File: src/logic/rv_pkg.sv
package rv_pkg;

  localparam int xlen = 32;
  localparam int mem_addr_w = 10;
  localparam int mem_words = 1 << mem_addr_w; // 4 KiB of words.
  localparam logic [xlen-1:0] reset_pc = '0;

  typedef enum logic [6:0] {
    op_load   = 7'b0000011,
    op_store  = 7'b0100011,
    op_reg    = 7'b0110011,
    op_imm    = 7'b0010011,
    op_atomic = 7'b0101111,
    op_branch = 7'b1100011,
    op_jal    = 7'b1101111,
    op_jalr   = 7'b1100111
  } opcode_e;

  // Layout is {instr[25], instr[30], funct3}.
  typedef enum logic [4:0] {
    alu_add  = 5'b00000,
    alu_sll  = 5'b00001,
    alu_slt  = 5'b00010,
    alu_sltu = 5'b00011,
    alu_xor  = 5'b00100,
    alu_srl  = 5'b00101,
    alu_or   = 5'b00110,
    alu_and  = 5'b00111,
    alu_sub  = 5'b01000,
    alu_sra  = 5'b01101
  } alu_op_e;

  typedef enum logic [3:0] {
    br_eq   = 4'd0,
    br_ne   = 4'd1,
    br_lt   = 4'd4,
    br_ge   = 4'd5,
    br_ltu  = 4'd6,
    br_geu  = 4'd7,
    br_jal  = 4'd8,
    br_jalr = 4'd9,
    br_none = 4'd15
  } branch_e;

  typedef enum logic [4:0] {
    amo_add  = 5'b00000,
    amo_swap = 5'b00001,
    amo_none = 5'b11111 // Unused funct5.
  } atomic_e;

  typedef enum logic [2:0] {
    len_b  = 3'b000,
    len_h  = 3'b001,
    len_w  = 3'b010,
    len_bu = 3'b100,
    len_hu = 3'b101
  } mem_len_e;

endpackage
File: src/logic/mem_arbiter.sv
`timescale 1ns/1ps

module mem_arbiter (
  input  logic run,
  input  logic prog_we,
  input  logic [rv_pkg::mem_addr_w-1:0] prog_addr,
  input  logic [rv_pkg::xlen-1:0] prog_wdata,
  input  logic lsu_req,
  input  logic lsu_we,
  input  logic [rv_pkg::mem_addr_w-1:0] lsu_addr,
  input  logic [3:0] lsu_be,
  input  logic [rv_pkg::xlen-1:0] lsu_wdata,
  input  logic fetch_req,
  input  logic [rv_pkg::mem_addr_w-1:0] fetch_addr,
  output logic lsu_gnt,
  output logic fetch_gnt,
  output logic ram_en,
  output logic ram_we,
  output logic [rv_pkg::mem_addr_w-1:0] ram_addr,
  output logic [3:0] ram_be,
  output logic [rv_pkg::xlen-1:0] ram_wdata
);
  logic prog_sel;

  assign prog_sel = !run && prog_we; // Program loads win while stopped.
  assign lsu_gnt = !prog_sel && lsu_req;
  assign fetch_gnt = !prog_sel && !lsu_req && fetch_req;

  assign ram_en = prog_sel || lsu_req || fetch_req;
  assign ram_we = prog_sel || (lsu_gnt && lsu_we);
  assign ram_addr = prog_sel ? prog_addr : (lsu_gnt ? lsu_addr : fetch_addr);
  assign ram_be = prog_sel ? 4'b1111 : lsu_be;
  assign ram_wdata = prog_sel ? prog_wdata : lsu_wdata;

endmodule

File: config.mk
export PLATFORM = sky130hd
export DESIGN_NAME = mem_arbiter
export DESIGN_NICKNAME = d
export VERILOG_FILES = /design/src/logic/rv_pkg.sv /design/src/logic/mem_arbiter.sv
export SDC_FILE = /design/constraint.sdc
export NUM_CORES = 1
export LEC_CHECK = 0
export BUFFER_PORTS_ARGS = -buffer_cell sky130_fd_sc_hd__buf_2
export CORE_MARGIN = 3
export CORE_UTILIZATION = 24
export DETAILED_ROUTE_END_ITERATION = 10
export PLACE_DENSITY = 0.81
export SLEW_MARGIN = 20
export SYNTH_ARGS = -nofsm -noshare
export SYNTH_HDL_FRONTEND = slang
export SYNTH_SLANG_ARGS = --single-unit
File: constraint.sdc
create_clock -name vclk -period 1.61
set_input_delay 0.483 -clock vclk [all_inputs]
set_output_delay 0.483 -clock vclk [all_outputs]
set_load 0.1 [all_outputs]
== Word level (Yosys, flattened, before mapping) ==
Cells that the tools add are included.

* Register bits after elaboration: 0
* Input port bits: 103
* Output and inout port bits: 50
* Word-level logic and storage cells: 15

* Muxes and demuxes: 4
* Reduce and logical (&&, ||, !) cells: 11

{| class="wikitable"
|+ Operators with widths
! operator !! number
|-
| $mux W32 || 1
|-
| $mux W10 || 2
|-
| $logic_and A1 B1 Y1 || 5
|-
| $mux W4 || 1
|-
| $logic_not A1 Y1 || 3
|-
| $logic_or A1 B1 Y1 || 3
|}

== Logic depth before layout (Yosys ltp) ==
Gate-level depths: netlist (run 1).

* Depth in word-level cells: 6
* Mapped depth: 4
* Mapped depth without buffers: 2

== Least setup slack after synthesis (run 1) ==
No wires, ideal clock.

* Path type: input to output
* From: input port run
* To: output port ram_en
* Arrival: 1.646 ns
* Setup slack: -0.519 ns
* Cell stages on the path: 4
* Path buffers: 2
* Cell sequence: nand2b_1 -> buf_4 -> buf_6 -> or3b_1

* Cells in the longest elaborated chain, start to end: 4

{| class="wikitable"
|+ RTL lines
! element !! RTL line !! source
|-
| start: declaration || mem_arbiter.sv:4 || <nowiki>input logic run,</nowiki>
|-
| $logic_not A1 Y1 || mem_arbiter.sv:25 || <nowiki>assign prog_sel = !run && prog_we;</nowiki>
|-
| $logic_and A1 B1 Y1 || mem_arbiter.sv:25 ||
|-
| $logic_or A1 B1 Y1 (2 in a row) || mem_arbiter.sv:29 || <nowiki>assign ram_en = prog_sel || lsu_req || fetch_req;</nowiki>
|-
| end: declaration || mem_arbiter.sv:17 || <nowiki>output logic ram_en,</nowiki>
|}

No other way between the ends.

== Worst setup path after layout (run 1) ==
* From: input port run
* To: output port ram_wdata[16] (netlist bit)

* Cells in the longest elaborated chain, start to end: 3

{| class="wikitable"
|+ RTL lines
! element !! RTL line !! source
|-
| $logic_not A1 Y1 || mem_arbiter.sv:25 ||
|-
| $logic_and A1 B1 Y1 || mem_arbiter.sv:25 ||
|-
| $mux W32 || mem_arbiter.sv:33 || <nowiki>assign ram_wdata = prog_sel ? prog_wdata : lsu_wdata;</nowiki>
|-
| end: declaration || mem_arbiter.sv:21 || <nowiki>output logic [rv_pkg::xlen-1:0] ram_wdata</nowiki>
|}

No other way between the ends.

==> results of run 1 <==
-- worst max-delay path by stage --
| stage | start | end | slack (ns) | cells after the start |
|---|---|---|---|---|
| 2_1_floorplan | run | ram_en | -0.25 | 4 |
| 3_3_place_gp | lsu_req | ram_addr[2] | -0.42 | 4 |
| 3_5_place_dp | lsu_req | ram_addr[0] | -0.47 | 4 |
| 4_1_cts | run | ram_wdata[16] | -0.31 | 5 |
| 5_1_grt | run | ram_wdata[16] | -0.34 | 5 |
| 6_report | run | ram_wdata[16] | -0.31 | 5 |
-- per-stage QoR --
step / hold WS (ns) / util [%] / total power (W)
3_5_place_dp: 1.32 / 86.7 / 0.00164
2_1_floorplan: 1.23 / - / 0.00101
6_report: 1.32 / 90.5 / 0.00166
3_3_place_gp: 1.32 / 86.7 / 0.00160
4_1_cts: 1.32 / 88.9 / 0.00166
5_1_grt: 1.33 / 90.5 / 0.00170
-- cell type report --
type               instances  area [sq um]  share of cell area, %
multi-input cells         63           876                   33.4
well taps                 42          52.6                   2.00
repair buffers           166          1700                   64.6
-- cell families (layout without fill, tap and decap cells) --
kind of cell,after synthesis,in the layout
multiplexers,52,52
buffers and inverters,7,166
AND/OR/NAND/NOR,10,11
-- synth_stat cells --
cell type | n | area [sq um]
sky130_fd_sc_hd__nand2_1 | 2 | 7.51
sky130_fd_sc_hd__buf_6 | 6 | 67.6
sky130_fd_sc_hd__and3b_2 | 1 | 10.0
sky130_fd_sc_hd__mux2_4 | 12 | 180
sky130_fd_sc_hd__or3b_1 | 1 | 8.76
sky130_fd_sc_hd__mux2_2 | 40 | 450
sky130_fd_sc_hd__nand2b_1 | 5 | 31.3
sky130_fd_sc_hd__and2_2 | 1 | 7.51
sky130_fd_sc_hd__buf_4 | 1 | 7.51
-- power groups by stage --
stage	logic [W]	registers, W	clock network (W)
6_report	0.00166	0	0
2_1_floorplan	0.00101	0	0
3_5_place_dp	0.00164	0	0
3_3_place_gp	0.00160	0	0
4_1_cts	0.00166	0	0
5_1_grt	0.00170	0	0
-- repair_timing --
action                     4_1_cts  5_1_grt
resized for setup               12        1
setup endpoints to repair       50       50
gates cloned                     0        2
pin swaps                        1        1
buffers inserted                 2        1
-- metal layers --
metal	GRT usage, %	vias up
met5	0	-
met4	8.26	0
met3	4.32	14
met2	50.5	99
met1	22.1	556
li1	-	576
==> out/results.txt, run 1 <==
The tools report the endpoint arrival time on the critical path as 1.44 ns. Data on the critical path is required at its endpoint by 1.13 ns. The critical path is of the in -> out type. After the first detailed-routing iteration, the DRC count stood at 56. The total overflow reported by the global router came out at 0.

In this run, distinct cell masters in the synthesized netlist total 9. The worst pin sits at a relative slew slack of 90.7%. The run gives 1,365 as the via count of the first global-routing pass. The die extent in x works out to 62.7 um. For the number of hold violations in the final report, the log shows 0. The kind of capture point of the worst setup path is an output port. For this design the ratio of total power to cell area is 634 mW/mm^2.

The detailed router used layers up to and including met4. On the critical path, the stage with the largest delay is an instance of sky130_fd_sc_hd__mux2_4. The tools report the number of placed instances with taps included as 266. The area share of fa/ha/maj cells after synthesis is 0%.

The synthesized netlist devotes 8.44% of its cell area to simple gates. Highest cell delay on the worst timing path: 0.32 ns. The congestion estimate from routability-driven global placement came to 0.782. The count of antenna-violating nets left after detailed routing was 0. The top-level port count is 153, and the multiplexer share of the synthesized area is 81.8%. The share of cells above drive strength 1 came out at 99.6%. The cell type group with the largest total delay on the critical path was buffers and inverters. For the cell count after synthesis, the log shows 69. The tools report the static leakage as 1.46 nW.

The top cell types in the final layout, fill and taps aside, are sky130_fd_sc_hd__buf_2 (100), sky130_fd_sc_hd__buf_12 (53), sky130_fd_sc_hd__mux2_4 (48). The global-route wire length before repair came out at 7400 um. The average detailed-routed wire length per instance was 19.2 um.

The sum of buffers and inverters on the critical path was 3. After routing, the total negative slack on setup checks comes to -14.20 ns. The die height is 62.7 um. Across every metal layer, demand over resource in global routing totals 23.9%.

0 antenna diodes ended up in the layout. The logs give 0.000981 W for the net switching power of the design and 0.00262 sq mm for the post-route cell area. In the final design database the tool counted 334 nets. Port buffering added 153 buffers. The number of hold buffers added after CTS was 0. For the finished layout, the period the worst path requires is 1.92 ns. Per report_power, the sequential group accounts for 0% of the total. Kind of launch point of the worst setup path: an input port. The worst ir drop on vdd came out at 396 uV. The worst hold path begins at lsu_be[0]. The synthesized netlist devotes 0% of its cell area to XOR and XNOR gates. The share of the synthesized area in compound gates (AO/OA/AOI/OAI) was 0%.

After detailed routing, the met2 layer carries 2990 um of wire. Detailed placement finished with a half-perimeter wire length of 4620 um. In the finished design, the share of the clock period the worst path needs comes to 119%. For the internal portion of total power, the log shows 0.000682 W.

The logs give 0 for the max-slew violation total from the final report and 1,245 for the via count. The starting utilization of the core area is 26.6%, and the total number of yosys warnings is 0. Leaving out fill and tap cells, the most frequent cell in the layout is sky130_fd_sc_hd__buf_2. After detailed routing, the number of remaining DRC violations is 0. The die covers 0.00393 sq mm.

The final reports fail on setup timing. The capture endpoint of the worst hold path was ram_be[0]. Entering global routing, the biggest net connects 17 pins. At the pin with the least slew margin, the transition time is 0.139 ns. The signal on the critical path passes through buf_6, nand2b_4, buf_12, mux2_4, buf_12. In this run the mean area of a mapped cell was 11.2 sq um. Per report_power, the clock group accounts for 0% of the total. The largest family of logic cells by synthesized area is multiplexers. The minimum setup slack in the final design came out at -0.311 ns. For the initial antenna violation count, the log shows 0. The post-route met1 wirelength is 1560 um, and the worst slack at placement is -0.474 ns.

From synthesis to final layout, the design area changed by 240%. The filler cells instantiated in the layout total 122. The tightest min-delay check is of the in -> out type. The number of nets in the synthesized netlist is 172. In the detailed route, the total length drawn on met3 is 442 um.

Counting stages on the worst path, the most repeated cell is sky130_fd_sc_hd__buf_12. Of the total power, combinational logic draws 100.0%. The first detailed-routing pass ran for 4 iterations. The switching part of the total power was 59.0%; the sequential cell count of the final layout was 0.

Using the TritonRoute via totals, the vias-per-cell ratio works out to 4.59. The core region is 0.00290 sq mm. The flow ran to the end, but the final reports show violations.

Along the worst hold path, the cell count comes to 3. The count of standard-cell rows came out at 19. The total length of routed wires is 5190 um, and the final standard cell count with taps included and fillers excluded is 271. In this run the worst path has a maximum fanout of 14. Setup repair after global routing could not meet its margin everywhere. The fmax came out at 521 MHz.

In the finished layout, the clock tree contains a buffer count of 0. The number of setup violations in the final report was 50; the standard cell area after detailed placement was 0.00251 sq mm. The tool flagged a number of max-cap violations equal to 0. The logs give 771 sq um for the cell area after synthesis and 0% for the register area share after synthesis.

In the final layout, flip-flops and latches occupy 0 sq um.
No activity file was read; power rests on OpenSTA's default activity.
==> run 2, diff against run 1 <==
--- a/config.mk
+++ b/config.mk
@@ -5,12 +5,12 @@
 export SDC_FILE = /design/constraint.sdc
 export NUM_CORES = 1
 export LEC_CHECK = 0
+export ABC_AREA = 1
 export BUFFER_PORTS_ARGS = -buffer_cell sky130_fd_sc_hd__buf_2
 export CORE_MARGIN = 3
-export CORE_UTILIZATION = 24
+export CORE_UTILIZATION = 22
 export DETAILED_ROUTE_END_ITERATION = 10
-export PLACE_DENSITY = 0.81
-export SLEW_MARGIN = 20
+export PLACE_DENSITY_LB_ADDON = 0.2
 export SYNTH_ARGS = -nofsm -noshare
 export SYNTH_HDL_FRONTEND = slang
 export SYNTH_SLANG_ARGS = --single-unit
==> run 2 against run 1 <==
The run now fails in detailed placement. Synthesized area decreased by 11%. Synthesized cell count grew 140%.
==> out/results.txt, run 2 <==
The tools report the starting utilization of the core area as 23.9%. The run gives 163 as the cell count after synthesis. Total number of yosys warnings: 0. Die height: 61.9 um. The commonest cells after synthesis are sky130_fd_sc_hd__nand2_1 (108), sky130_fd_sc_hd__nand3_1 (31), sky130_fd_sc_hd__buf_2 (8), sky130_fd_sc_hd__inv_1 (4), sky130_fd_sc_hd__or2_2 (4). The count of buffers added on input and output ports is 153. The run stopped with a tool error. The synthesized netlist contains 11 unique library cells. The top cell type's share of synthesized area was 58.9%; the die extent in x was 61.9 um. After synthesis, the cell types taking the most area are sky130_fd_sc_hd__nand2_1 (59%), sky130_fd_sc_hd__nand3_1 (23%), sky130_fd_sc_hd__buf_2 (5.8%). The post-synthesis average cell area is 4.22 sq um, and the synthesized-area fraction occupied by xor and xnor cells is 0%. At the end of routability-driven placement, the weighted congestion stood at 0.800. The cell type with the largest total area after synthesis was sky130_fd_sc_hd__nand2_1.

Of the post-synthesis cell area, the part taken by muxes is 0%. The top-level port count is 153. The register area share after synthesis is 0%, and the net count after synthesis is 266. The simple logic cell fraction of the synthesized area came out at 88.2%. The tool reported: "[ERROR DPL-0038] Utilization greater than 100%, impossible to legalize".

After synthesis, the largest family of logic cells by area is simple AND/OR/NAND/NOR gates. After Yosys synthesis, full adders, half adders and majority gates account for 0% of the synthesized area. The tools report the cell area after synthesis as 688 sq um.

In the post-synthesis netlist, the cell with the most instances is sky130_fd_sc_hd__nand2_1. The tools report the stage where the flow stopped as detailed placement. The tools report the count of standard-cell rows as 19. Summing the areas of all compound-gate instances in the mapped netlist gives 0% of the synthesized area.
-- run 2: cells by family after synthesis --
logic type | Yosys count
and+or+nand+nor | 147
buffers and inverters | 16
-- run 2: metrics by stage --
stage / worst slack [ns] / cells / TNS [ns] / hold WS (ns) / cell area [sq um]
floorplan: -0.330 / 163 / -2.31 / 1.20 / 1460
global placement: -0.344 / 355 / -13.74 / 1.31 / 3060
==> run 3, diff against run 2 <==
--- a/config.mk
+++ b/config.mk
@@ -7,10 +7,10 @@
 export LEC_CHECK = 0
 export ABC_AREA = 1
 export BUFFER_PORTS_ARGS = -buffer_cell sky130_fd_sc_hd__buf_2
-export CORE_MARGIN = 3
-export CORE_UTILIZATION = 22
+export CORE_AREA = 3 3 64 66
 export DETAILED_ROUTE_END_ITERATION = 10
-export PLACE_DENSITY_LB_ADDON = 0.2
+export DIE_AREA = 0 0 67 69
+export PLACE_DENSITY_LB_ADDON = 0.15
 export SYNTH_ARGS = -nofsm -noshare
 export SYNTH_HDL_FRONTEND = slang
 export SYNTH_SLANG_ARGS = --single-unit
==> constraint.sdc (replaced) <==
create_clock -name vclk -period 2.1
set_input_delay 0.63 -clock vclk [all_inputs]
set_output_delay 0.63 -clock vclk [all_outputs]
set_load 0.1 [all_outputs]
==> run 3 against run 2 <==
Synthesized cell count did not move. The flow now finishes, with violations (setup timing). Synthesized area is the same.
==> out/results.txt, run 3 <==
The flow ran to the end, but the final reports show violations. The final reports fail on setup timing. Once the floorplan was initialized, standard cells occupied 18.9% of the core.

For hold timing, the worst endpoint is ram_be[3]. In this run the tightest slew margin relative to its limit is 88.0%. Registers are responsible for 0% of the overall power. Wires add up to 4960 um. Setup violations remaining at the end of the flow were counted as 35. The cell occurring most often along the worst timing path was sky130_fd_sc_hd__buf_12.

The number of DRC violations after detailed-routing iteration 0 was 29; the worst hold slack was 1.61 ns. The first global-routing pass estimated 7320 um of wire. The design has 0 sequential cells. Along the worst hold path, the cell count comes to 3.

The tools report the total routing resource utilization after global routing as 19.2%. The run gives 30 as the pin count of the biggest net entering global routing. The tools report the number of remaining DRC errors as 0. Minimum setup slack in the final design: -0.0326 ns.

For the sequential standard cell area, the log shows 0 sq um. In this run, the combinational gates consume 100.0% of the power. The standard cell area after detailed placement was 0.00258 sq mm. The die is 69 um tall.

Counting both buffers and inverters, the worst setup path holds a total of 4. The critical path is of the in -> out type. The final RePlAce weighted congestion is 0.744, and the static leakage is 1.48 nW. The slowest cell on the critical path was sky130_fd_sc_hd__buf_12. The number of clock buffers in the layout was 0; the number of vias per cell was 4.50. For the count of standard-cell rows, the log shows 22.

The run gives 0.00272 sq mm as the post-route cell area. The core region is 0.00363 sq mm. The transition time at the pin with the least slew margin is 0.180 ns, and the share of cells above drive strength 1 is 71.5%. The run gives 0 as the total number of yosys warnings. The fill cell total of the finished layout was 304.

Setup repair after global routing could not meet its margin everywhere. The number of iterations in the first detailed-routing pass was 4; the highest cell delay on the worst timing path was 0.18 ns. For the finished layout, the period the worst path requires is 2.13 ns.

The HPWL reported at the end of detailed placement came out at 4090 um. For the number of distinct library cells after synthesis, the log shows 11. In the post-synthesis netlist, the cell with the most instances is sky130_fd_sc_hd__nand2_1. The final worst-path cycle share is 102%, and the clock network fraction of total power is 0%.

Broken down by cell family, the worst path's largest delay share belongs to buffers and inverters. The top cell type's share of synthesized area works out to 58.9%. After the last flow step, the layout net total stands at 424. A synthesized cell averages 4.22 sq um.

Class of the most critical hold timing path: in -> out. The max-slew violation total from the final report was 0. In the final timing run, aggregate negative setup slack is -0.666 ns. In this run the power spent charging and discharging nets is 0.000825 W.

Leaving out fill and tap cells, the most frequent cell in the layout is sky130_fd_sc_hd__buf_2. Counting instances in the post-synthesis netlist gives the leading cell types as sky130_fd_sc_hd__nand2_1 (108), sky130_fd_sc_hd__nand3_1 (31), sky130_fd_sc_hd__buf_2 (8), sky130_fd_sc_hd__inv_1 (4), sky130_fd_sc_hd__or2_2 (4). The critical path goes through buf_4, nor2_4, buf_12, clkbuf_16, nand2_1, nand3_2, buf_12.

The number of antenna diodes in the final layout is 0. Of all nets on the critical path, the largest fanout is 11. The total overflow reported by the global router came out at 0.

Kind of launch point of the worst setup path: an input port. The power per cell area is 480 mW/mm^2, and the register area share after synthesis is 0%. In the layout the commonest cells are sky130_fd_sc_hd__buf_2 (102), sky130_fd_sc_hd__nand2_1 (68), sky130_fd_sc_hd__buf_12 (55). For the number of hold violations in the final report, the log shows 0.

For the initial antenna violation count, the log shows 0. The die covers 0.00462 sq mm. The tools report the post-cts hold buffer count as 0.

At the worst endpoint, the arrival time is 1.50 ns. The critical path data required time is 1.47 ns, and the die extent in x is 67 um. Synthesis produced 163 cells. For this block, the via count after detailed routing is 1,650. The worst hold path begins at lsu_be[3].

Synthesis-to-layout area growth: 296%. STA classifies the critical path endpoint as an output port. Across the run, the number of max-cap violations was 0. The fmax is 469 MHz. The cell type with the largest total area after synthesis was sky130_fd_sc_hd__nand2_1. The average detailed-routed wire length per instance was 13.5 um. Via count of the first global-routing pass: 1,624. By area the synthesized netlist is led by sky130_fd_sc_hd__nand2_1 (59%), sky130_fd_sc_hd__nand3_1 (23%), sky130_fd_sc_hd__buf_2 (5.8%).

Synthesis produced a netlist with a net count of 266. The worst-case IR drop observed on VDD is 278 uV. For this design the top-level I/O count stands at 153. The internal portion of total power was 0.000481 W. In this run the tool buffered the top-level ports with 153 buffer cells. The mapped netlist covers 688 sq um. In this run the remaining antenna-violating nets after routing total 0.

The switching part of the total power was 63.2%.
-- run 3: cell counts after synthesis --
No cell type changed its count.
-- run 3: kinds of logic after synthesis --
family	count (synthesis)	share of synthesized area, %
and+or+nand+nor	147	88.2
buffers and inverters	16	11.8
-- run 3: stage by stage --
| step | cells | utilization (%) | power [W] | setup slack [ns] |
|---|---|---|---|---|
| 2_1_floorplan | 163 | - | 0.000768 | -0.168 |
| 5_1_grt | 367 | 74.9 | 0.00135 | -0.0747 |
| 4_1_cts | 364 | 71.9 | 0.00129 | -0.0707 |
| 3_3_place_gp | 361 | 71.1 | 0.00127 | -0.107 |
| 3_5_place_dp | 361 | 71.1 | 0.00128 | -0.130 |
| 6_report | 367 | 74.9 | 0.00131 | -0.0326 |
-- run 3: timing repair --
| action | in CTS | in global routing |
|---|---|---|
| gates resized for setup | 4 | 15 |
| setup endpoints to repair | 42 | 48 |
| setup buffers | 2 | 1 |
| cloned | 1 | 2 |
| pin swaps | 5 | 3 |
-- run 3: tightest hold or removal path, cell delays in order --
cell                     delay, ns
sky130_fd_sc_hd__buf_2        0.07
sky130_fd_sc_hd__or2_4        0.11
sky130_fd_sc_hd__buf_12       0.16
-- run 3: layout make-up --
type / count / area, sq um / area share [%]
well taps: 48 / 60.1 / 2.21
multi-input cells: 147 / 908 / 33.4
repair buffers: 168 / 1740 / 63.8
inverters: 4 / 17.5 / 0.643
-- run 3: power by group through the flow --
stage	combinational [W]	clock [W]	sequential, W
2_1_floorplan	0.000768	0	0
3_3_place_gp	0.00127	0	0
3_5_place_dp	0.00128	0	0
4_1_cts	0.00129	0	0
5_1_grt	0.00135	0	0
6_report	0.00131	0	0
-- run 3: worst max-delay path by stage --
| stage | from | endpoint | slack, ns | depth (start not counted) |
|---|---|---|---|---|
| detailed placement | prog_we | ram_addr[3] | -0.13 | 7 |
| CTS | prog_we | ram_addr[3] | -0.07 | 7 |
| global placement | prog_we | ram_addr[3] | -0.11 | 7 |
| floorplan | prog_we | fetch_gnt | -0.17 | 4 |
| finish | run | ram_addr[1] | -0.03 | 7 |
| global route | run | ram_wdata[2] | -0.07 | 7 |
-- run 3: routing by layer --
metal  GRT usage [%]  up-vias  part of all wire (%)
met2            39.1       90                    57
li1                -      821                     -
met5               0        -                     0
met3            4.72        2                    11
met4           0.676        0                  0.40
met1            19.6      737                    32
==> run 4, diff against run 3 <==
--- a/config.mk
+++ b/config.mk
@@ -7,10 +7,13 @@
 export LEC_CHECK = 0
 export ABC_AREA = 1
 export BUFFER_PORTS_ARGS = -buffer_cell sky130_fd_sc_hd__buf_2
-export CORE_AREA = 3 3 64 66
+export CELL_PAD_IN_SITES_DETAIL_PLACEMENT = 1
+export CELL_PAD_IN_SITES_GLOBAL_PLACEMENT = 1
+export CORE_MARGIN = 3
+export CORE_UTILIZATION = 11
 export DETAILED_ROUTE_END_ITERATION = 10
-export DIE_AREA = 0 0 67 69
-export PLACE_DENSITY_LB_ADDON = 0.15
+export PLACE_DENSITY_LB_ADDON = 0.1
+export SKIP_LAST_GASP = 1
 export SYNTH_ARGS = -nofsm -noshare
 export SYNTH_HDL_FRONTEND = slang
 export SYNTH_SLANG_ARGS = --single-unit
==> run 4 against run 3 <==
Largest power group unchanged. Combinational power up 4%. Highest routed layer unchanged. Core utilization down 25 points. Setup slack worse by 0.017 ns. The run still ends with setup timing left. Worst hold slack better by 0.0015 ns. First-iteration DRC count down 45%. Via count up 3.3%. Flip-flop and latch count unchanged. Clock-buffer cell count unchanged. Sequential share of layout area unchanged. Critical endpoint is now ram_be[1]. Critical path depth unchanged. Global-route usage down 5.9 points. Cell count up 8.4%.
==> out/results.txt, run 4 (synthesis gave the netlist of run 3 again) <==
The logs give -0.0494 ns for the minimum setup slack in the final design and 50.1% for the final core utilization. The kind of launch point of the worst setup path was an input port. The count of antenna-violating nets left after detailed routing was 0.

The number of antenna diodes in the final layout is 0. Wires add up to 5950 um. For this run, the post-layout net count is 428. In this run the worst path has a maximum fanout of 8.

The synthesis-to-layout area growth works out to 336%. The tightest min-delay check is of the in -> out type. The analysis attributes to net switching a power of 0.000849 W. Dividing the detail-routed wire length by the instance count gives 14.9 um. Timing would allow up to 465 MHz. The number of setup violations in the final report is 27, and the worst hold slack is 1.61 ns.

Across all layers, the routed design uses 1,705 vias. Leaving out filler cells and counting taps, the final layout contains 398. After floorplanning, the core was divided into 28 placement rows.

The clock network fraction of total power was 0%; the via count of the first global-routing pass was 1,677. The kind of capture point of the worst setup path was an output port. The run gives 0 as the post-cts hold buffer count. For this design the static power due to leakage is 1.62 nW. The share of total power dissipated in sequential elements is 0%.

The standard cell core area is 0.00599 sq mm. The HPWL reported at the end of detailed placement was 4450 um. Once placement finished, the instance area stood at 0.00261 sq mm. Sequential standard cell area: 0 sq um. Entering global routing, the biggest net connects 23 pins.

The routed design could run at a clock period as short as 2.15 ns. In the finished design, the share of the clock period the worst path needs comes to 102%. The internal portion of total power was 0.000511 W; the post-route cell area was 0.00300 sq mm. The switching part of the total power was 62.4%; the number of max-capacitance violations reported was 0. For the global-route wire length before repair, the log shows 8110 um.

The run finished, with violations left. For this design, the slowest cell found on the critical path is sky130_fd_sc_hd__or2_4. In the layout the commonest cells are sky130_fd_sc_hd__buf_2 (101), sky130_fd_sc_hd__nand2_1 (62), sky130_fd_sc_hd__buf_12 (56).

The final reports fail on setup timing. The number of remaining DRC errors came out at 0. Sequential cells placed in the final layout were counted as 0. Global routing used 13.3% of the available tracks across all layers.

Traced cell by cell, the critical path runs through buf_12, inv_4, nor2_4, buf_6, clkbuf_16, or2_4, buf_12. The tools report the top-level port count as 153. Cells with a size suffix above 1 make up 74.3% of the layout. Headroom to the max-slew limit came out at 87.7%. Combinational cells account for 100.0% of the total power. Initial antenna violation count: 0. The number of placed instances with taps included came out at 389. At the worst endpoint, the arrival time is 1.52 ns. The transition time at the pin with the least slew margin came out at 0.184 ns.

In this run the vertical extent of the chip is 85.1 um. For the number of DRC violations after detailed-routing iteration 0, the log shows 16. The run gives 200 uV as the worst ir drop on vdd. Input and output buffers added on the ports amount to 153. The largest single stage delay on the critical path is 0.24 ns. The final RePlAce weighted congestion was 0.707; the die extent in x was 85.1 um. Once the floorplan was initialized, standard cells occupied 11.5% of the core. The number of vias per cell is 4.28. The run gives 0 as the max-slew violation total from the final report. Setup repair after global routing could not meet its margin everywhere. Cell occurring most often along the worst timing path: sky130_fd_sc_hd__buf_12.

The number of hold violations in the final report is 0. The layout has 0 clock buffers. The number of iterations in the first detailed-routing pass came out at 2.

Most common cell after layout, fill and taps aside: sky130_fd_sc_hd__buf_2. The worst setup path category is in -> out. For this run the aggregate overflow at the end of global routing stands at 0.

The area of the die is 0.00724 sq mm, and the power per cell area is 454 mW/mm^2. The run gives 1.47 ns as the critical path data required time.
## run 4: cell count changes in the layout (fill, tap and decap cells not counted), moves of 3 or more
| cell | delta |
|---|---|
| sky130_fd_sc_hd__clkbuf_16 | +3 |
| sky130_fd_sc_hd__buf_6 | +3 |
| sky130_fd_sc_hd__nand2_4 | +16 |
| sky130_fd_sc_hd__nand2_2 | -11 |
| sky130_fd_sc_hd__buf_4 | -3 |
| sky130_fd_sc_hd__nand2_1 | -6 |
## run 4: final timing paths
kind                  startpoint   endpoint  slack, ns  cells past startpoint
worst max-delay path     prog_we  ram_be[1]      -0.05                      7
worst min-delay path   lsu_be[0]  ram_be[0]       1.61                      3
## run 4: timing repair
action | 4_1_cts | 5_1_grt
buffers inserted | 0 | 2
resized for setup | 10 | 46
cloned | 1 | 6
pin swaps | 0 | 13
setup endpoints to repair | 33 | 47
## run 4: final cells by class
class / count / area, sq um
Fill cell: 714 / 2990
Timing Repair Buffer: 172 / 1870
Multi-Input combinational cell: 147 / 1020
Tap cell: 75 / 93.8
Inverter: 4 / 17.5
## run 4: metrics by stage
stage	total power, W	setup TNS, ns	setup slack, ns
finish	0.00136	-0.614	-0.0494
global placement	0.00127	-1.27	-0.0689
global route	0.00141	-2.42	-0.104
floorplan	0.000768	-0.168	-0.168
CTS	0.00130	-0.663	-0.0405
detailed placement	0.00128	-1.62	-0.0953
## run 4: power by group through the flow
stage | combinational, W | sequential, W | clock (W)
4_1_cts | 0.00130 | 0 | 0
6_report | 0.00136 | 0 | 0
5_1_grt | 0.00141 | 0 | 0
3_5_place_dp | 0.00128 | 0 | 0
2_1_floorplan | 0.000768 | 0 | 0
3_3_place_gp | 0.00127 | 0 | 0
## run 4: per-layer routing
layer,global-route usage [%],up-vias,share of wire (%)
met3,3.30,6,8.7
met1,15.4,772,38
met4,2.16,0,1.7
met5,0,-,0
met2,24.6,97,51
li1,-,830,-
## run 4: worst max-delay path, delay by kind of cell
family	cells	cell delay (ns)
buffers and inverters	5	0.62
AND/OR/NAND/NOR	2	0.28
