**config.mk**
```make
export PLATFORM = sky130hd
export DESIGN_NAME = lsu
export DESIGN_NICKNAME = d
export VERILOG_FILES = /design/src/logic/rv_pkg.sv /design/src/logic/lsu.sv
export SDC_FILE = /design/constraint.sdc
export NUM_CORES = 1
export LEC_CHECK = 0
export ABC_AREA = 1
export BUFFER_PORTS_ARGS = -buffer_cell sky130_fd_sc_hd__buf_4
export CORE_ASPECT_RATIO = 1.5
export CORE_MARGIN = 3
export CORE_UTILIZATION = 40
export CTS_CLUSTER_SIZE = 30
export DETAILED_ROUTE_END_ITERATION = 16
export PLACE_DENSITY = 0.76
export SYNTH_ARGS = -nofsm -noshare
export SYNTH_HDL_FRONTEND = slang
export SYNTH_SLANG_ARGS = --single-unit
```
**constraint.sdc**
```tcl
create_clock -name clk -period 12.6 [get_ports clk]
set_input_delay 0.63 -clock clk [delete_from_list [all_inputs] [get_ports clk]]
set_output_delay 0.63 -clock clk [all_outputs]
set_load 0.1 [all_outputs]
```
**src/logic/rv_pkg.sv**
```systemverilog
package rv_pkg;

  localparam int xlen = 32;
  localparam int mem_addr_w = 10;
  localparam int mem_words = 1 << mem_addr_w; // 4 KiB of words.
  localparam logic [xlen-1:0] reset_pc = '0;

  typedef enum logic [6:0] {
    op_load   = 7'b0000011,
    op_store  = 7'b0100011,
    op_reg    = 7'b0110011,
    op_imm    = 7'b0010011,
    op_atomic = 7'b0101111,
    op_branch = 7'b1100011,
    op_jal    = 7'b1101111,
    op_jalr   = 7'b1100111
  } opcode_e;

  // Layout is {instr[25], instr[30], funct3}.
  typedef enum logic [4:0] {
    alu_add  = 5'b00000,
    alu_sll  = 5'b00001,
    alu_slt  = 5'b00010,
    alu_sltu = 5'b00011,
    alu_xor  = 5'b00100,
    alu_srl  = 5'b00101,
    alu_or   = 5'b00110,
    alu_and  = 5'b00111,
    alu_sub  = 5'b01000,
    alu_sra  = 5'b01101
  } alu_op_e;

  typedef enum logic [3:0] {
    br_eq   = 4'd0,
    br_ne   = 4'd1,
    br_lt   = 4'd4,
    br_ge   = 4'd5,
    br_ltu  = 4'd6,
    br_geu  = 4'd7,
    br_jal  = 4'd8,
    br_jalr = 4'd9,
    br_none = 4'd15
  } branch_e;

  typedef enum logic [4:0] {
    amo_add  = 5'b00000,
    amo_swap = 5'b00001,
    amo_none = 5'b11111 // Unused funct5.
  } atomic_e;

  typedef enum logic [2:0] {
    len_b  = 3'b000,
    len_h  = 3'b001,
    len_w  = 3'b010,
    len_bu = 3'b100,
    len_hu = 3'b101
  } mem_len_e;

endpackage
```
**src/logic/lsu.sv**
```systemverilog
`timescale 1ns/1ps

module lsu (
  input  logic clk,
  input  logic rst_n,
  input  logic mem_start,
  input  logic [rv_pkg::xlen-1:0] mem_addr,
  input  logic [rv_pkg::xlen-1:0] mem_wdata,
  input  rv_pkg::mem_len_e mem_len,
  input  logic mem_read,
  input  logic mem_write,
  input  rv_pkg::atomic_e atomic_op,
  input  logic lsu_gnt,
  input  logic [rv_pkg::xlen-1:0] ram_rdata,
  output logic lsu_req,
  output logic lsu_we,
  output logic [rv_pkg::mem_addr_w-1:0] lsu_addr,
  output logic [3:0] lsu_be,
  output logic [rv_pkg::xlen-1:0] lsu_wdata,
  output logic mem_done,
  output logic [rv_pkg::xlen-1:0] load_data
);
  import rv_pkg::*;

  typedef enum logic [1:0] {ls_idle, ls_read, ls_wait, ls_write} lsu_state_e;

  lsu_state_e state;
  logic [1:0] off_q;
  mem_len_e len_q;
  atomic_e amo_q;
  logic [xlen-1:0] old_q, shifted;
  logic is_amo;

  assign is_amo = (amo_q != amo_none);
  assign lsu_req = (state == ls_read) || (state == ls_write);
  assign lsu_we = (state == ls_write);
  assign mem_done = (state == ls_wait && !is_amo) || (state == ls_write && lsu_gnt);
  assign shifted = ram_rdata >> {off_q, 3'b000};

  always_comb begin
    if (state != ls_wait) begin
      load_data = old_q;
    end else begin
      case (len_q)
        len_b:   load_data = {{24{shifted[7]}}, shifted[7:0]};
        len_bu:  load_data = {24'd0, shifted[7:0]};
        len_h:   load_data = {{16{shifted[15]}}, shifted[15:0]};
        len_hu:  load_data = {16'd0, shifted[15:0]};
        default: load_data = ram_rdata;
      endcase
    end
  end

  always_ff @(posedge clk) begin
    if (!rst_n) begin
      state <= ls_idle;
    end else begin
      case (state)
        ls_idle:  if (mem_start && mem_read) state <= ls_read;
                  else if (mem_start && mem_write) state <= ls_write;
        ls_read:  if (lsu_gnt) state <= ls_wait;
        ls_wait:  state <= is_amo ? ls_write : ls_idle;
        default:  if (lsu_gnt) state <= ls_idle;
      endcase
    end
  end

  // Request fields stay put while the arbiter holds us off.
  always_ff @(posedge clk) begin
    if (state == ls_idle && mem_start) begin
      off_q <= mem_addr[1:0];
      len_q <= mem_len;
      amo_q <= atomic_op;
      lsu_addr <= mem_addr[mem_addr_w+1:2];
      lsu_wdata <= mem_wdata << {mem_addr[1:0], 3'b000};
      case (mem_len)
        len_b, len_bu: lsu_be <= 4'b0001 << mem_addr[1:0];
        len_h, len_hu: lsu_be <= 4'b0011 << mem_addr[1:0];
        default:       lsu_be <= 4'b1111;
      endcase
    end else if (state == ls_wait && is_amo) begin
      old_q <= ram_rdata;
      lsu_wdata <= (amo_q == amo_swap) ? lsu_wdata : ram_rdata + lsu_wdata;
    end
  end

  assert property (@(posedge clk) disable iff (!rst_n) lsu_req && !lsu_gnt |=> lsu_req)
    else $error("lsu: request dropped before grant");

endmodule

```
* Word-level counts from Yosys, hierarchy flattened
Cells that the tools add are included.
** Operators by class
- Add/sub/neg operators :: 1
- Multipliers :: 0
- Divide/modulo/power cells :: 0
- Magnitude comparators :: 0
- Equality and inequality tests :: 15
- Shifts and indexed selects :: 4
- Mux-type cells :: 12
- Bitwise logic cells :: 1
- Reduce and logical (&&, ||, !) cells :: 19
** Operator list (count)
- $mux 32 :: 4
- $pmux 32 s4 :: 1
- $add 32x32->32 :: 1
- $shl 32x5->32 :: 1
- $shr 32x5->16 :: 1
- $eq 3x3->1 const B :: 4
- $mux 2 :: 5
- $pmux 4 s2 :: 1
- $eq 3x1->1 const B :: 2
- $logic_and 1x1->1 :: 6
- $logic_not 3->1 :: 2
- $ne 2x2->1 const B :: 3
- $pmux 2 s3 :: 1
- $eq 5x1->1 const B :: 1
- $ne 5x5->1 const B :: 1
- $eq 2x2->1 const B :: 2
- $reduce_and 2->1 :: 2
- $reduce_or 2->1 :: 2
- $shl 1x2->4 const A :: 1
- $shl 2x2->4 const A :: 1
- $ne 3x3->1 const B :: 1
- $reduce_and 3->1 :: 1
- $reduce_bool 3->1 :: 1
- $eq 2x1->1 const B :: 1
- other kinds (5) :: 6
** Word-level totals
- Flip-flop bits (word level) :: 90
- Latch bits :: 0
- Bits in writable memories :: 0
- Bits in read-only memories :: 0
- Output and inout port bits :: 81
- Logic and storage cells :: 60
- Memories kept :: 0

* Depth between registers and ports, before layout
Gate-level depths: netlist of run 1.
- Depth in word-level cells :: 4
- Depth in mapped cells :: 13
- Mapped depth without buffers :: 13

* Worst setup path before layout of run 1
OpenSTA, ideal clock, no wires.
- Path kind :: reg-to-reg
- Start :: register state[0]
- End :: register lsu_wdata[0] (netlist name), enable pin
- Library setup time :: 440 ps
- Arrival time :: 3828 ps
- Data required time :: 12160 ps
- Path slack :: 8332 ps
- Cell stages (with the launch flop) :: 6
- Path buffers :: 0
- Clock period less this slack :: 4268 ps
- Cells stage by stage :: dfxtp_1 -> inv_1 -> nand2_1 -> nor2_1 -> nor2_1 -> a41oi_1
** Between the ends
- Word-level cells in the longest chain between the ends :: 4
** RTL lines
- start, declared :: RTL line lsu.sv:27 : lsu_state_e state;
- start signal, assigned :: RTL line lsu.sv:56 : state <= ls_idle;
- start signal, assigned :: RTL line lsu.sv:59 : ls_idle: if (mem_start && mem_read) state <= ls_read;
- start signal, assigned :: RTL line lsu.sv:60 : else if (mem_start && mem_write) state <= ls_write;
- $logic_not 2->1 or $eq 2x2->1 (tied branches) :: RTL line lsu.sv:70, lsu.sv:81
- $logic_and 1x1->1 (on tied branches) :: RTL line lsu.sv:70, lsu.sv:81
- $ne 2x2->1 (no source line) or $reduce_bool 2->1 (tied branches)
- $reduce_and 2->1 (no source line) (*)
- end signal, assigned :: RTL line lsu.sv:75 : lsu_wdata <= mem_wdata << {mem_addr[1:0], 3'b000};
- end signal, assigned :: RTL line lsu.sv:83 : lsu_wdata <= (amo_q == amo_swap) ? lsu_wdata : ram_rdata + lsu_wdata;
- end, declared :: RTL line lsu.sv:19 : output logic [rv_pkg::xlen-1:0] lsu_wdata,
Every way passes the cells marked *; elsewhere a longest branch is shown, timed or not.
A chain may end at the register's enable or synchronous reset.

* Final worst setup path of run 1
- Start :: register state[0]
- End :: output load_data[27] (netlist name)
** Between the ends
- Word-level cells in the longest chain between the ends :: 2
** RTL lines
- $ne 2x2->1 :: RTL line lsu.sv:41 : if (state != ls_wait) begin
- $mux 32 :: RTL line lsu.sv:41
- end, declared :: RTL line lsu.sv:21 : output logic [rv_pkg::xlen-1:0] load_data
Every way passes these cells.

==> results of run 1 <==
worst paths after layout:
check,cells after the start,start,end,slack [ps]
setup reg to reg,6,state[0]$_SDFFE_PN0P_,lsu_wdata[5]$_DFFE_PP_,9350
hold / removal,1,mem_addr[8],lsu_addr[6]$_DFFE_PP_,450
hold reg to reg,2,state[1]$_SDFFE_PN0P_,state[1]$_SDFFE_PN0P_,630
setup / recovery,7,state[0]$_SDFFE_PN0P_,load_data[27],9270
worst max-delay path: stages, from the launching register on:
cell	delay, ps
sky130_fd_sc_hd__dfxtp_1	360
sky130_fd_sc_hd__inv_1	80
sky130_fd_sc_hd__nand2_1	400
sky130_fd_sc_hd__inv_2	760
sky130_fd_sc_hd__o21ai_0	270
sky130_fd_sc_hd__o22ai_2	180
sky130_fd_sc_hd__inv_2	50
sky130_fd_sc_hd__buf_4	230
registers in the layout, summed over array words and instances, names as in the netlist:
signal / cells
amo_q: 5
state: 2
old_q: 32
lsu_wdata: 32
lsu_be: 4
len_q: 3
lsu_addr: 10
off_q: 2
layout make-up:
class	count	area, sq um	area share (%)
Sequential cell	90	2680	30.4
Inverter	169	639	7.25
Clock buffer	9	225	2.55
Multi-Input combinational cell	718	3600	40.9
Tap cell	210	263	2.98
Timing Repair Buffer	173	1300	14.7
Clock inverter	7	106	1.21
cell families after synthesis:
group           count (synthesis)  synth area share (%)
fa+ha+maj                      32                  5.78
flops                          90                  38.0
simple gates                  506                  29.2
buf+inv                       200                  11.3
compound gates                170                  14.4
xor+xnor                        2                 0.248
mux                             8                  1.13
cells in the mapped netlist (3+ instances only):
cell / instances
sky130_fd_sc_hd__buf_2: 12
sky130_fd_sc_hd__nor3_1: 12
sky130_fd_sc_hd__o21bai_1: 3
sky130_fd_sc_hd__o221ai_1: 7
sky130_fd_sc_hd__o21ai_1: 17
sky130_fd_sc_hd__inv_2: 15
sky130_fd_sc_hd__nand3_1: 80
sky130_fd_sc_hd__nor2_1: 63
sky130_fd_sc_hd__clkbuf_1: 15
sky130_fd_sc_hd__a21oi_1: 58
sky130_fd_sc_hd__edfxtp_1: 88
sky130_fd_sc_hd__nand4_1: 3
sky130_fd_sc_hd__nand2_1: 343
sky130_fd_sc_hd__inv_1: 152
sky130_fd_sc_hd__mux2i_1: 8
sky130_fd_sc_hd__o22ai_2: 10
sky130_fd_sc_hd__o22ai_1: 17
sky130_fd_sc_hd__o21ai_0: 50
sky130_fd_sc_hd__ha_1: 31
through the flow:
step	instances	area [sq um]	utilization (%)	setup slack, ps
after floorplan	1008	7060	-	8330
after global placement	1360	8490	49.8	9340
after detailed placement	1360	8490	49.8	9300
after CTS	1376	8820	51.7	9250
after global routing	1376	8820	51.7	8990
final	1376	8820	51.7	9270
routing by layer:
layer,routed length [um],up-vias
met1,9200,3276
li1,-,3609
met4,763,0
met5,0,-
met3,1650,43
met2,12000,306
power groups by stage:
stage | Sequential (mW) | Clock [mW] | Combinational, mW
2_1_floorplan | 0.948 | 0 | 0.958
3_3_place_gp | 0.531 | 0 | 1.76
3_5_place_dp | 0.534 | 0 | 1.77
4_1_cts | 0.528 | 0.307 | 1.78
5_1_grt | 0.537 | 0.316 | 1.91
6_report | 0.529 | 0.305 | 1.78
==> impl_results.rst, run 1 <==
.. list-table::
   :header-rows: 1

   * - Metric
     - Value
   * - Status
     - finished clean
   * - Largest net degree at the start of global routing
     - 56
   * - Worst min-delay path class
     - primary input to flip-flop
   * - Post-route fraction of the period consumed by the critical path
     - 26.4%
   * - Peak clock frequency supported by timing
     - between 300 and 400 MHz
   * - TritonCTS clock tree
     - yes
   * - Count of TritonRoute iterations in the first routing pass
     - 5
   * - Most frequent standard cell in the layout excluding fill and tap cells
     - sky130_fd_sc_hd__nand2_1
   * - Worst slew slack as a fraction of its limit
     - 27.5%
   * - Total track usage
     - between 20% and 30%
   * - Share of cells above drive strength 1
     - roughly a fifth
   * - Starting Density
     - 41.4%
   * - Final antenna diode count
     - 0
   * - Fillers
     - about 1700
   * - Routed wire length
     - 23.6 mm
   * - Port-buffer cells
     - 170
   * - Overflow left after global routing
     - 0
   * - Clock transition at the registers of the reported paths
     - approximately 70 ps
   * - Final count of hold timing violations
     - 0
   * - Net switching power figure
     - 1.56 mW
   * - Core Rows
     - 58
   * - Grt met1 use
     - between 20% and 30%
   * - First DRT Iteration DRCs
     - 562
   * - Post-DRT Antenna Nets
     - 0
   * - Sequential Power Share
     - roughly 20%
   * - Internal power
     - about 1.1 mW
   * - Worst EP required
     - 11970 ps
   * - Clock Power Share
     - around an eighth
   * - Dominant cells by area after synthesis
     - sky130_fd_sc_hd__edfxtp_1 37%, sky130_fd_sc_hd__nand2_1 18%, sky130_fd_sc_hd__inv_1 8.1%
   * - Clock Root Buffer
     - sky130_fd_sc_hd__clkbuf_16
   * - Die outline height
     - 169 um
   * - Register area share after synthesis
     - a little under two fifths
   * - Number of enable flip-flop cells after synthesis
     - ~90
   * - Synth async-reset ratio
     - 0%
   * - Final worst path period need
     - approximately 3300 ps
   * - Count of final max-slew check failures
     - 0
   * - Area of the core
     - approximately 17000 sq um
   * - Average cell area after synthesis
     - ~7 sq um
   * - Maximum root-to-sink buffer count
     - 2
   * - Max-cap check violation count
     - 0
   * - Post-layout nets
     - about 1300
   * - Hold-fix buffers at CTS
     - 0
   * - Post-synthesis instance area
     - just over 7000 sq um
   * - Aggregate negative setup slack
     - 0 ps
   * - Arrival time at the worst endpoint
     - 2700 ps
   * - Number of top-level pins
     - around 190
   * - Half-perimeter wire length of the detailed placement result
     - 18.7 mm
   * - Via total after detailed routing
     - ~7200
   * - Yosys cell types
     - 39
   * - H-tree depth reported by CTS
     - 3
   * - Remaining routing DRC violations
     - 0
   * - Vias per cell
     - between 5 and 6
   * - Post-route worst hold slack
     - roughly 450 ps
   * - Setup repair after global routing missed its margin
     - no
   * - Measured slew at the worst slew-check pin
     - 1080 ps
   * - Worst IR drop on VDD
     - around 0.24 mV
   * - Number of setup violations in the final report
     - 0
   * - Power consumption
     - 2.62 mW
   * - Leak Pwr
     - roughly 4.4 nW
   * - Vias in the first global route
     - around 6800
   * - Area growth from synthesis to final layout
     - 24.9%
   * - Post-CTS setup-driven buffer insertion count
     - 0
   * - Number of buffers created by CTS
     - 9
   * - Grt met3 use
     - between 4 and 5%
   * - Flip-flop and latch count after synthesis
     - 90
   * - Net Sw Frac
     - between 50% and 60%
   * - Commonest cells after routing, fill and taps aside
     - 343 x sky130_fd_sc_hd__nand2_1, 173 x sky130_fd_sc_hd__buf_4, 152 x sky130_fd_sc_hd__inv_1
   * - GRT Max-Usage Layer
     - met2
   * - Width of the die
     - 114 um
   * - Post-CTS sizing
     - 0
   * - Crit path capture type
     - output pin
   * - Synth Net Count
     - between 1000 and 1500
   * - Die Footprint
     - 19300 sq um
   * - Synth warn
     - 0
   * - Startpoint class of the critical path
     - flip-flop
   * - First-pass GRT wire length
     - roughly 36 mm
   * - Post-Synthesis Cells
     - just over 1000
   * - Final worst clock skew
     - a little over 8 ps
   * - Combinational group share of total power
     - just under 70%
   * - CTS sink cnt
     - 90
   * - Biggest area consumer among synthesized cells
     - sky130_fd_sc_hd__edfxtp_1
   * - Worst setup path class
     - flip-flop to output pin
   * - Total power density per cell area
     - 297 nW/um^2
   * - Largest fanout of any net on the critical path
     - 47
   * - Commonest register cell after synthesis
     - sky130_fd_sc_hd__edfxtp_1
   * - Initial antenna violation count
     - 0
   * - Area share of the leading cell type in the synthesized netlist
     - a little under two fifths
   * - Worst skew pair latency
     - 350 ps
   * - Final weighted congestion in routability-driven placement
     - between 0.9 and 1
   * - Met2 usage
     - between 40% and 50%
   * - Wire length per cell
     - about 17 um
Power figures use the tool's default switching activity.
==> inputs of run 2 (changes only) <==
clock period = 3.1 ns   (was 12.6 ns; I/O delays follow)
==> impl_results.rst, run 2 (synthesis results as in run 1) <==
.. list-table::
   :header-rows: 1

   * - Metric
     - Value
   * - Starting Density
     - 41.4%
   * - Critical Path Stages
     - 9
   * - Worst r2r path cells
     - 12
   * - Max-cap check violation count
     - 0
   * - First DRT Iteration DRCs
     - 589
   * - Total power density per cell area
     - between 1000 and 1500 nW/um^2
   * - Core Rows
     - 58
   * - Largest net degree at the start of global routing
     - 41
   * - Top flop regs
     - lsu_wdata x32, old_q x32, lsu_addr x10
   * - Largest fanout of any net on the critical path
     - 26
   * - Final worst clock skew
     - slightly above 9 ps
   * - Most frequent standard cell in the layout excluding fill and tap cells
     - sky130_fd_sc_hd__nand2_1
   * - Vias per cell
     - 5.26
   * - Remaining routing DRC violations
     - 0
   * - Startpoint class of the critical path
     - flip-flop
   * - Half-perimeter wire length of the detailed placement result
     - 18.7 mm
   * - Wire length per cell
     - approximately 17 um
   * - Worst setup path class
     - flip-flop to output pin
   * - Overflow left after global routing
     - 0
   * - Worst slew slack as a fraction of its limit
     - between 50% and 60%
   * - Worst IR drop on VDD
     - ~0.9 mV
   * - Peak clock frequency supported by timing
     - between 300 and 400 MHz
   * - Worst skew pair latency
     - 350 ps
   * - Post-route fraction of the period consumed by the critical path
     - between 80% and 90%
   * - Port-buffer cells
     - 170
   * - Final count of hold timing violations
     - 0
   * - Clock transition at the registers of the reported paths
     - roughly 70 ps
   * - Via total after detailed routing
     - roughly 7300
   * - Count of final max-slew check failures
     - 0
   * - First-pass GRT wire length
     - between 30 and 40 mm
   * - Aggregate negative setup slack
     - 0 ps
   * - Area growth from synthesis to final layout
     - 27.3%
   * - Share of cells above drive strength 1
     - roughly a fifth
   * - Die Footprint
     - between 15000 and 20000 sq um
   * - Worst EP required
     - between 2000 and 3000 ps
   * - Worst hold path endpoint
     - len_q[2]$_DFFE_PP_
   * - Leak Pwr
     - about 4.5 nW
   * - Total track usage
     - between 20 and 25%
   * - H-tree depth reported by CTS
     - 3
   * - Final antenna diode count
     - 0
   * - Number of setup violations in the final report
     - 0
   * - Status
     - finished clean
   * - Count of TritonRoute iterations in the first routing pass
     - 6
   * - Capture instance of the worst register-to-register path
     - lsu_wdata[28]$_DFFE_PP_
   * - Arrival time at the worst endpoint
     - 2500 ps
   * - Number of top-level pins
     - 191
   * - Critical Path Max Stage Delay
     - 740 ps
   * - Post-route worst hold slack
     - between 1.5 and 2 ps
   * - Final worst path period need
     - 2650 ps
   * - Clock Root Buffer
     - sky130_fd_sc_hd__clkbuf_16
   * - Critical register-to-register path startpoint
     - lsu_wdata[0]$_DFFE_PP_
   * - Slowest-stage cell, CP
     - sky130_fd_sc_hd__edfxtp_1
   * - Commonest cells after routing, fill and taps aside
     - 343 x sky130_fd_sc_hd__nand2_1, 177 x sky130_fd_sc_hd__buf_4, 152 x sky130_fd_sc_hd__inv_1
   * - Launch instance of the worst min-delay path
     - mem_len[2]
   * - Post-layout nets
     - around 1300
   * - Maximum root-to-sink buffer count
     - 2
   * - Setup repair after global routing missed its margin
     - no
   * - Routed wire length
     - about 23 mm
   * - Worst min-delay path class
     - primary input to flip-flop
   * - Worst path bufs/invs
     - 3
   * - Die outline height
     - 169 um
   * - Crit path capture type
     - output pin
   * - Setup slack of the most critical reg-to-reg path
     - 860 ps
   * - CTS sink cnt
     - 90
   * - Final weighted congestion in routability-driven placement
     - around 0.97
   * - Number of buffers created by CTS
     - 9
   * - Post-CTS sizing
     - 0
   * - Area of the core
     - 17100 sq um
   * - TritonCTS clock tree
     - yes
   * - Measured slew at the worst slew-check pin
     - approximately 750 ps
   * - Family with the most delay on the worst path
     - flip-flops
   * - Number of cells on the worst hold path
     - 1
   * - Cells along the critical path
     - inv_6 > a21oi_2 > o21ai_2 > a21oi_4 > nand2_4 > nand2_8 > o22ai_2 > inv_2 > buf_4
   * - Initial antenna violation count
     - 0
   * - Vias in the first global route
     - 7069
   * - Post-DRT Antenna Nets
     - 0
   * - Width of the die
     - around 110 um
[run 2: cell count changes in the layout (fill, tap and decap cells not counted), sizes merged]
| cell | change |
|---|---|
| inv | -1 |
| buf | +4 |
| clkbuf | +1 |
| clkinv | -1 |
| dlygate4sd3 | +16 |
| bufinv | -1 |
| clkinvlp | +2 |
[run 2: cell type report]
cell class / instances / area (sq um)
Clock buffer: 10 / 239
Clock inverter: 6 / 73.8
Fill cell: 1628 / 8070
Inverter: 169 / 639
Multi-Input combinational cell: 718 / 3600
Sequential cell: 90 / 2680
Tap cell: 210 / 263
Timing Repair Buffer: 193 / 1490
[run 2: per-stage QoR]
stage | util [%] | cells | power (mW) | cell area, sq um | setup slack [ps]
finish | 52.7 | 1396 | 10.6 | 8990 | 448
global route | 52.7 | 1396 | 11.2 | 8990 | 298
CTS | 52.7 | 1396 | 10.6 | 8990 | 465
detailed placement | 49.9 | 1364 | 9.37 | 8520 | 837
global placement | 49.9 | 1364 | 9.29 | 8520 | 854
floorplan | - | 1008 | 7.74 | 7070 | 36.2
[run 2: timing repair]
item	in CTS	in global routing
hold buffers	16	0
endpoints found under the setup margin	0	0
buffers inserted	0	0
hold endpoints to repair	16	0
[run 2: how the worst max path moves through the flow]
stage / startpoint / slack [ps] / endpoint
final: off_q[0]$_DFFE_PP_ / 450 / load_data[25]
after global routing: off_q[0]$_DFFE_PP_ / 300 / load_data[25]
after CTS: off_q[0]$_DFFE_PP_ / 460 / load_data[25]
after detailed placement: off_q[0]$_DFFE_PP_ / 840 / load_data[25]
after global placement: off_q[0]$_DFFE_PP_ / 850 / load_data[25]
after floorplan: state[0]$_SDFFE_PN0P_ / 40 / lsu_wdata[0]$_DFFE_PP_
[run 2: layer usage]
| metal | global-route usage [%] | up-vias | part of all wire (%) |
|---|---|---|---|
| met1 | 28.6 | 3278 | 37 |
| met2 | 43.8 | 353 | 52 |
| li1 | - | 3648 | - |
| met3 | 3.90 | 57 | 7.5 |
| met4 | 8.01 | 0 | 3.5 |
| met5 | 0 | - | 0 |
[run 2: report_power, final]
group          internal (mW)  total (mW)  switching [mW]
clock                  0.658        1.18           0.526
combinational           1.73        7.27            5.54
sequential              1.88        2.14           0.256
total                   4.27        10.6            6.32
==> inputs of run 3 (changes only) <==
PLACE_DENSITY = not set   (was 0.76)
PLACE_DENSITY_LB_ADDON = 0.25   (was not set)
==> impl_results.rst, run 3 (synthesis results as in run 1) <==
.. list-table::
   :header-rows: 1

   * - Metric
     - Value
   * - Aggregate negative setup slack
     - 0 ps
   * - Initial antenna violation count
     - 0
   * - Vias per cell
     - 5.18
   * - Peak clock frequency supported by timing
     - around 380 MHz
   * - Number of buffers created by CTS
     - 9
   * - Worst min-delay path class
     - primary input to flip-flop
   * - Net Sw Frac
     - between 60% and 70%
   * - Share of cells above drive strength 1
     - about a fifth
   * - Number of setup violations in the final report
     - 0
   * - Width of the die
     - roughly 110 um
   * - First-pass GRT wire length
     - 35.6 mm
   * - Post-CTS setup-driven buffer insertion count
     - 0
   * - Family with the most delay on the worst path
     - flip-flops
   * - Top flop regs
     - lsu_wdata x32, old_q x32, lsu_addr x10
   * - Clock transition at the registers of the reported paths
     - about 80 ps
   * - Total power density per cell area
     - 1170 nW/um^2
   * - Wire length per cell
     - roughly 17 um
   * - Worst setup path class
     - flip-flop to output pin
   * - Startpoint class of the critical path
     - flip-flop
   * - Largest net degree at the start of global routing
     - 42
   * - Least setup slack across all paths after layout
     - roughly 440 ps
   * - Post-route fraction of the period consumed by the critical path
     - ~86%
   * - Port-buffer cells
     - between 150 and 200
   * - Post-layout nets
     - ~1300
   * - Placed instance count
     - roughly 1400
   * - Worst slew slack as a fraction of its limit
     - approximately half
   * - Critical Path Max Stage Delay
     - 750 ps
   * - Area growth from synthesis to final layout
     - 27.3%
   * - Setup slack after placement
     - approximately 840 ps
   * - Cells along the critical path
     - inv_6 > a21oi_2 > o21ai_2 > a21oi_4 > nand2_4 > nand2_8 > o22ai_1 > inv_1 > buf_4
   * - Overflow left after global routing
     - 0
   * - Arrival time at the worst endpoint
     - around 2500 ps
   * - Measured slew at the worst slew-check pin
     - about 750 ps
   * - Crit path capture type
     - output pin
   * - CTS sink cnt
     - 90
   * - Count of TritonRoute iterations in the first routing pass
     - 5
   * - Die outline height
     - 169 um
   * - Worst EP required
     - about 2900 ps
   * - Combined area of the multi-input logic cells
     - about 3600 sq um
   * - Number of top-level pins
     - 191
   * - Commonest cells after routing, fill and taps aside
     - 343 x sky130_fd_sc_hd__nand2_1, 178 x sky130_fd_sc_hd__buf_4, 152 x sky130_fd_sc_hd__inv_1
   * - Post-DRT Antenna Nets
     - 0
   * - Largest fanout of any net on the critical path
     - 26
   * - Half-perimeter wire length of the detailed placement result
     - ~18 mm
   * - Die Footprint
     - between 15000 and 20000 sq um
   * - Count of final max-slew check failures
     - 0
   * - Fillers
     - 1710
   * - Register area
     - ~2700 sq um
   * - Remaining routing DRC violations
     - 0
   * - Post-route worst hold slack
     - 0.581 ps
   * - Slowest-stage cell, CP
     - sky130_fd_sc_hd__edfxtp_1
   * - Worst IR drop on VDD
     - 0.902 mV
   * - Final weighted congestion in routability-driven placement
     - just under 1
   * - Max-cap check violation count
     - 0
   * - Via total after detailed routing
     - between 7000 and 8000
   * - Clock Root Buffer
     - sky130_fd_sc_hd__clkbuf_16
   * - TritonCTS clock tree
     - yes
   * - Final antenna diode count
     - 0
   * - Sequential Power Share
     - roughly 21%
   * - Filler-free cell count of the finished design
     - ~1400
   * - Worst skew pair latency
     - 360 ps
   * - Combinational group share of total power
     - roughly 69%
   * - First DRT Iteration DRCs
     - about 520
   * - Maximum root-to-sink buffer count
     - 2
   * - Final worst path period need
     - about 2700 ps
   * - Worst path bufs/invs
     - 3
   * - Core Rows
     - 58
   * - Leak Pwr
     - 4.52 nW
   * - Setup repair after global routing missed its margin
     - no
   * - Area of the core
     - 17100 sq um
   * - Routed wire length
     - between 20 and 25 mm
   * - Starting Density
     - about 41%
   * - Vias in the first global route
     - ~6700
   * - Status
     - finished clean
   * - Final worst clock skew
     - roughly 9.7 ps
   * - Clock Power Share
     - 10.5%
   * - Most frequent standard cell in the layout excluding fill and tap cells
     - sky130_fd_sc_hd__nand2_1
   * - Internal power
     - between 4 and 5 mW
   * - H-tree depth reported by CTS
     - 3
   * - Net switching power figure
     - roughly 6.3 mW
   * - Final count of hold timing violations
     - 0
   * - Total track usage
     - around a quarter
-- run 3: worst register-to-register path: cells and delay by family, from the launching register on --
kind,cells,cell delay [ps]
fa+ha+maj,2,680
buf+inv,1,50
flops,1,400
simple gates,9,860
-- run 3: area by class of cell --
type,instances,area share [%]
Clock buffer,9,2.51
Timing Repair Buffer,196,16.9
Sequential cell,90,29.9
Clock inverter,7,0.640
Tap cell,210,2.92
Inverter,169,7.12
Multi-Input combinational cell,718,40.1
-- run 3: timing repair --
action / in CTS / in global routing
hold buffers: 18 / 0
hold endpoints to repair: 18 / 0
gates resized for setup: 0 / 0
-- run 3: per-stage QoR --
stage / area (sq um) / utilization (%) / power (mW)
after floorplan: 7070 / - / 7.74
after global placement: 8520 / 50.0 / 9.32
final: 8990 / 52.7 / 10.5
after global routing: 8990 / 52.7 / 11.1
after detailed placement: 8520 / 50.0 / 9.38
after CTS: 8990 / 52.7 / 10.5
-- run 3: metal layers --
metal  GRT usage [%]  vias to the layer above  part of all wire, %
li1                -                     3662                    -
met1            28.6                     3252                   39
met2            42.1                      293                   51
met3            3.97                       38                  6.7
met4            8.17                        0                  2.6
met5               0                        -                    0
-- run 3: power groups by stage --
| stage | sequential, mW | combinational [mW] | clock, mW |
|---|---|---|---|
| 6_report | 2.15 | 7.25 | 1.10 |
| 5_1_grt | 2.19 | 7.77 | 1.14 |
| 4_1_cts | 2.15 | 7.24 | 1.09 |
| 3_5_place_dp | 2.18 | 7.20 | 0 |
| 3_3_place_gp | 2.17 | 7.15 | 0 |
| 2_1_floorplan | 3.84 | 3.90 | 0 |
-- run 3: path summary, 6_finish.rpt --
check / startpoint / end / slack [ps] / cells past startpoint
max: off_q[0]$_DFFE_PP_ / load_data[19] / 440 / 9
min: ram_rdata[5] / old_q[5]$_DFFE_PP_ / 0.6 / 1
max reg2reg: lsu_wdata[0]$_DFFE_PP_ / lsu_wdata[20]$_DFFE_PP_ / 850 / 12
min reg2reg: state[1]$_SDFFE_PN0P_ / state[1]$_SDFFE_PN0P_ / 610 / 2
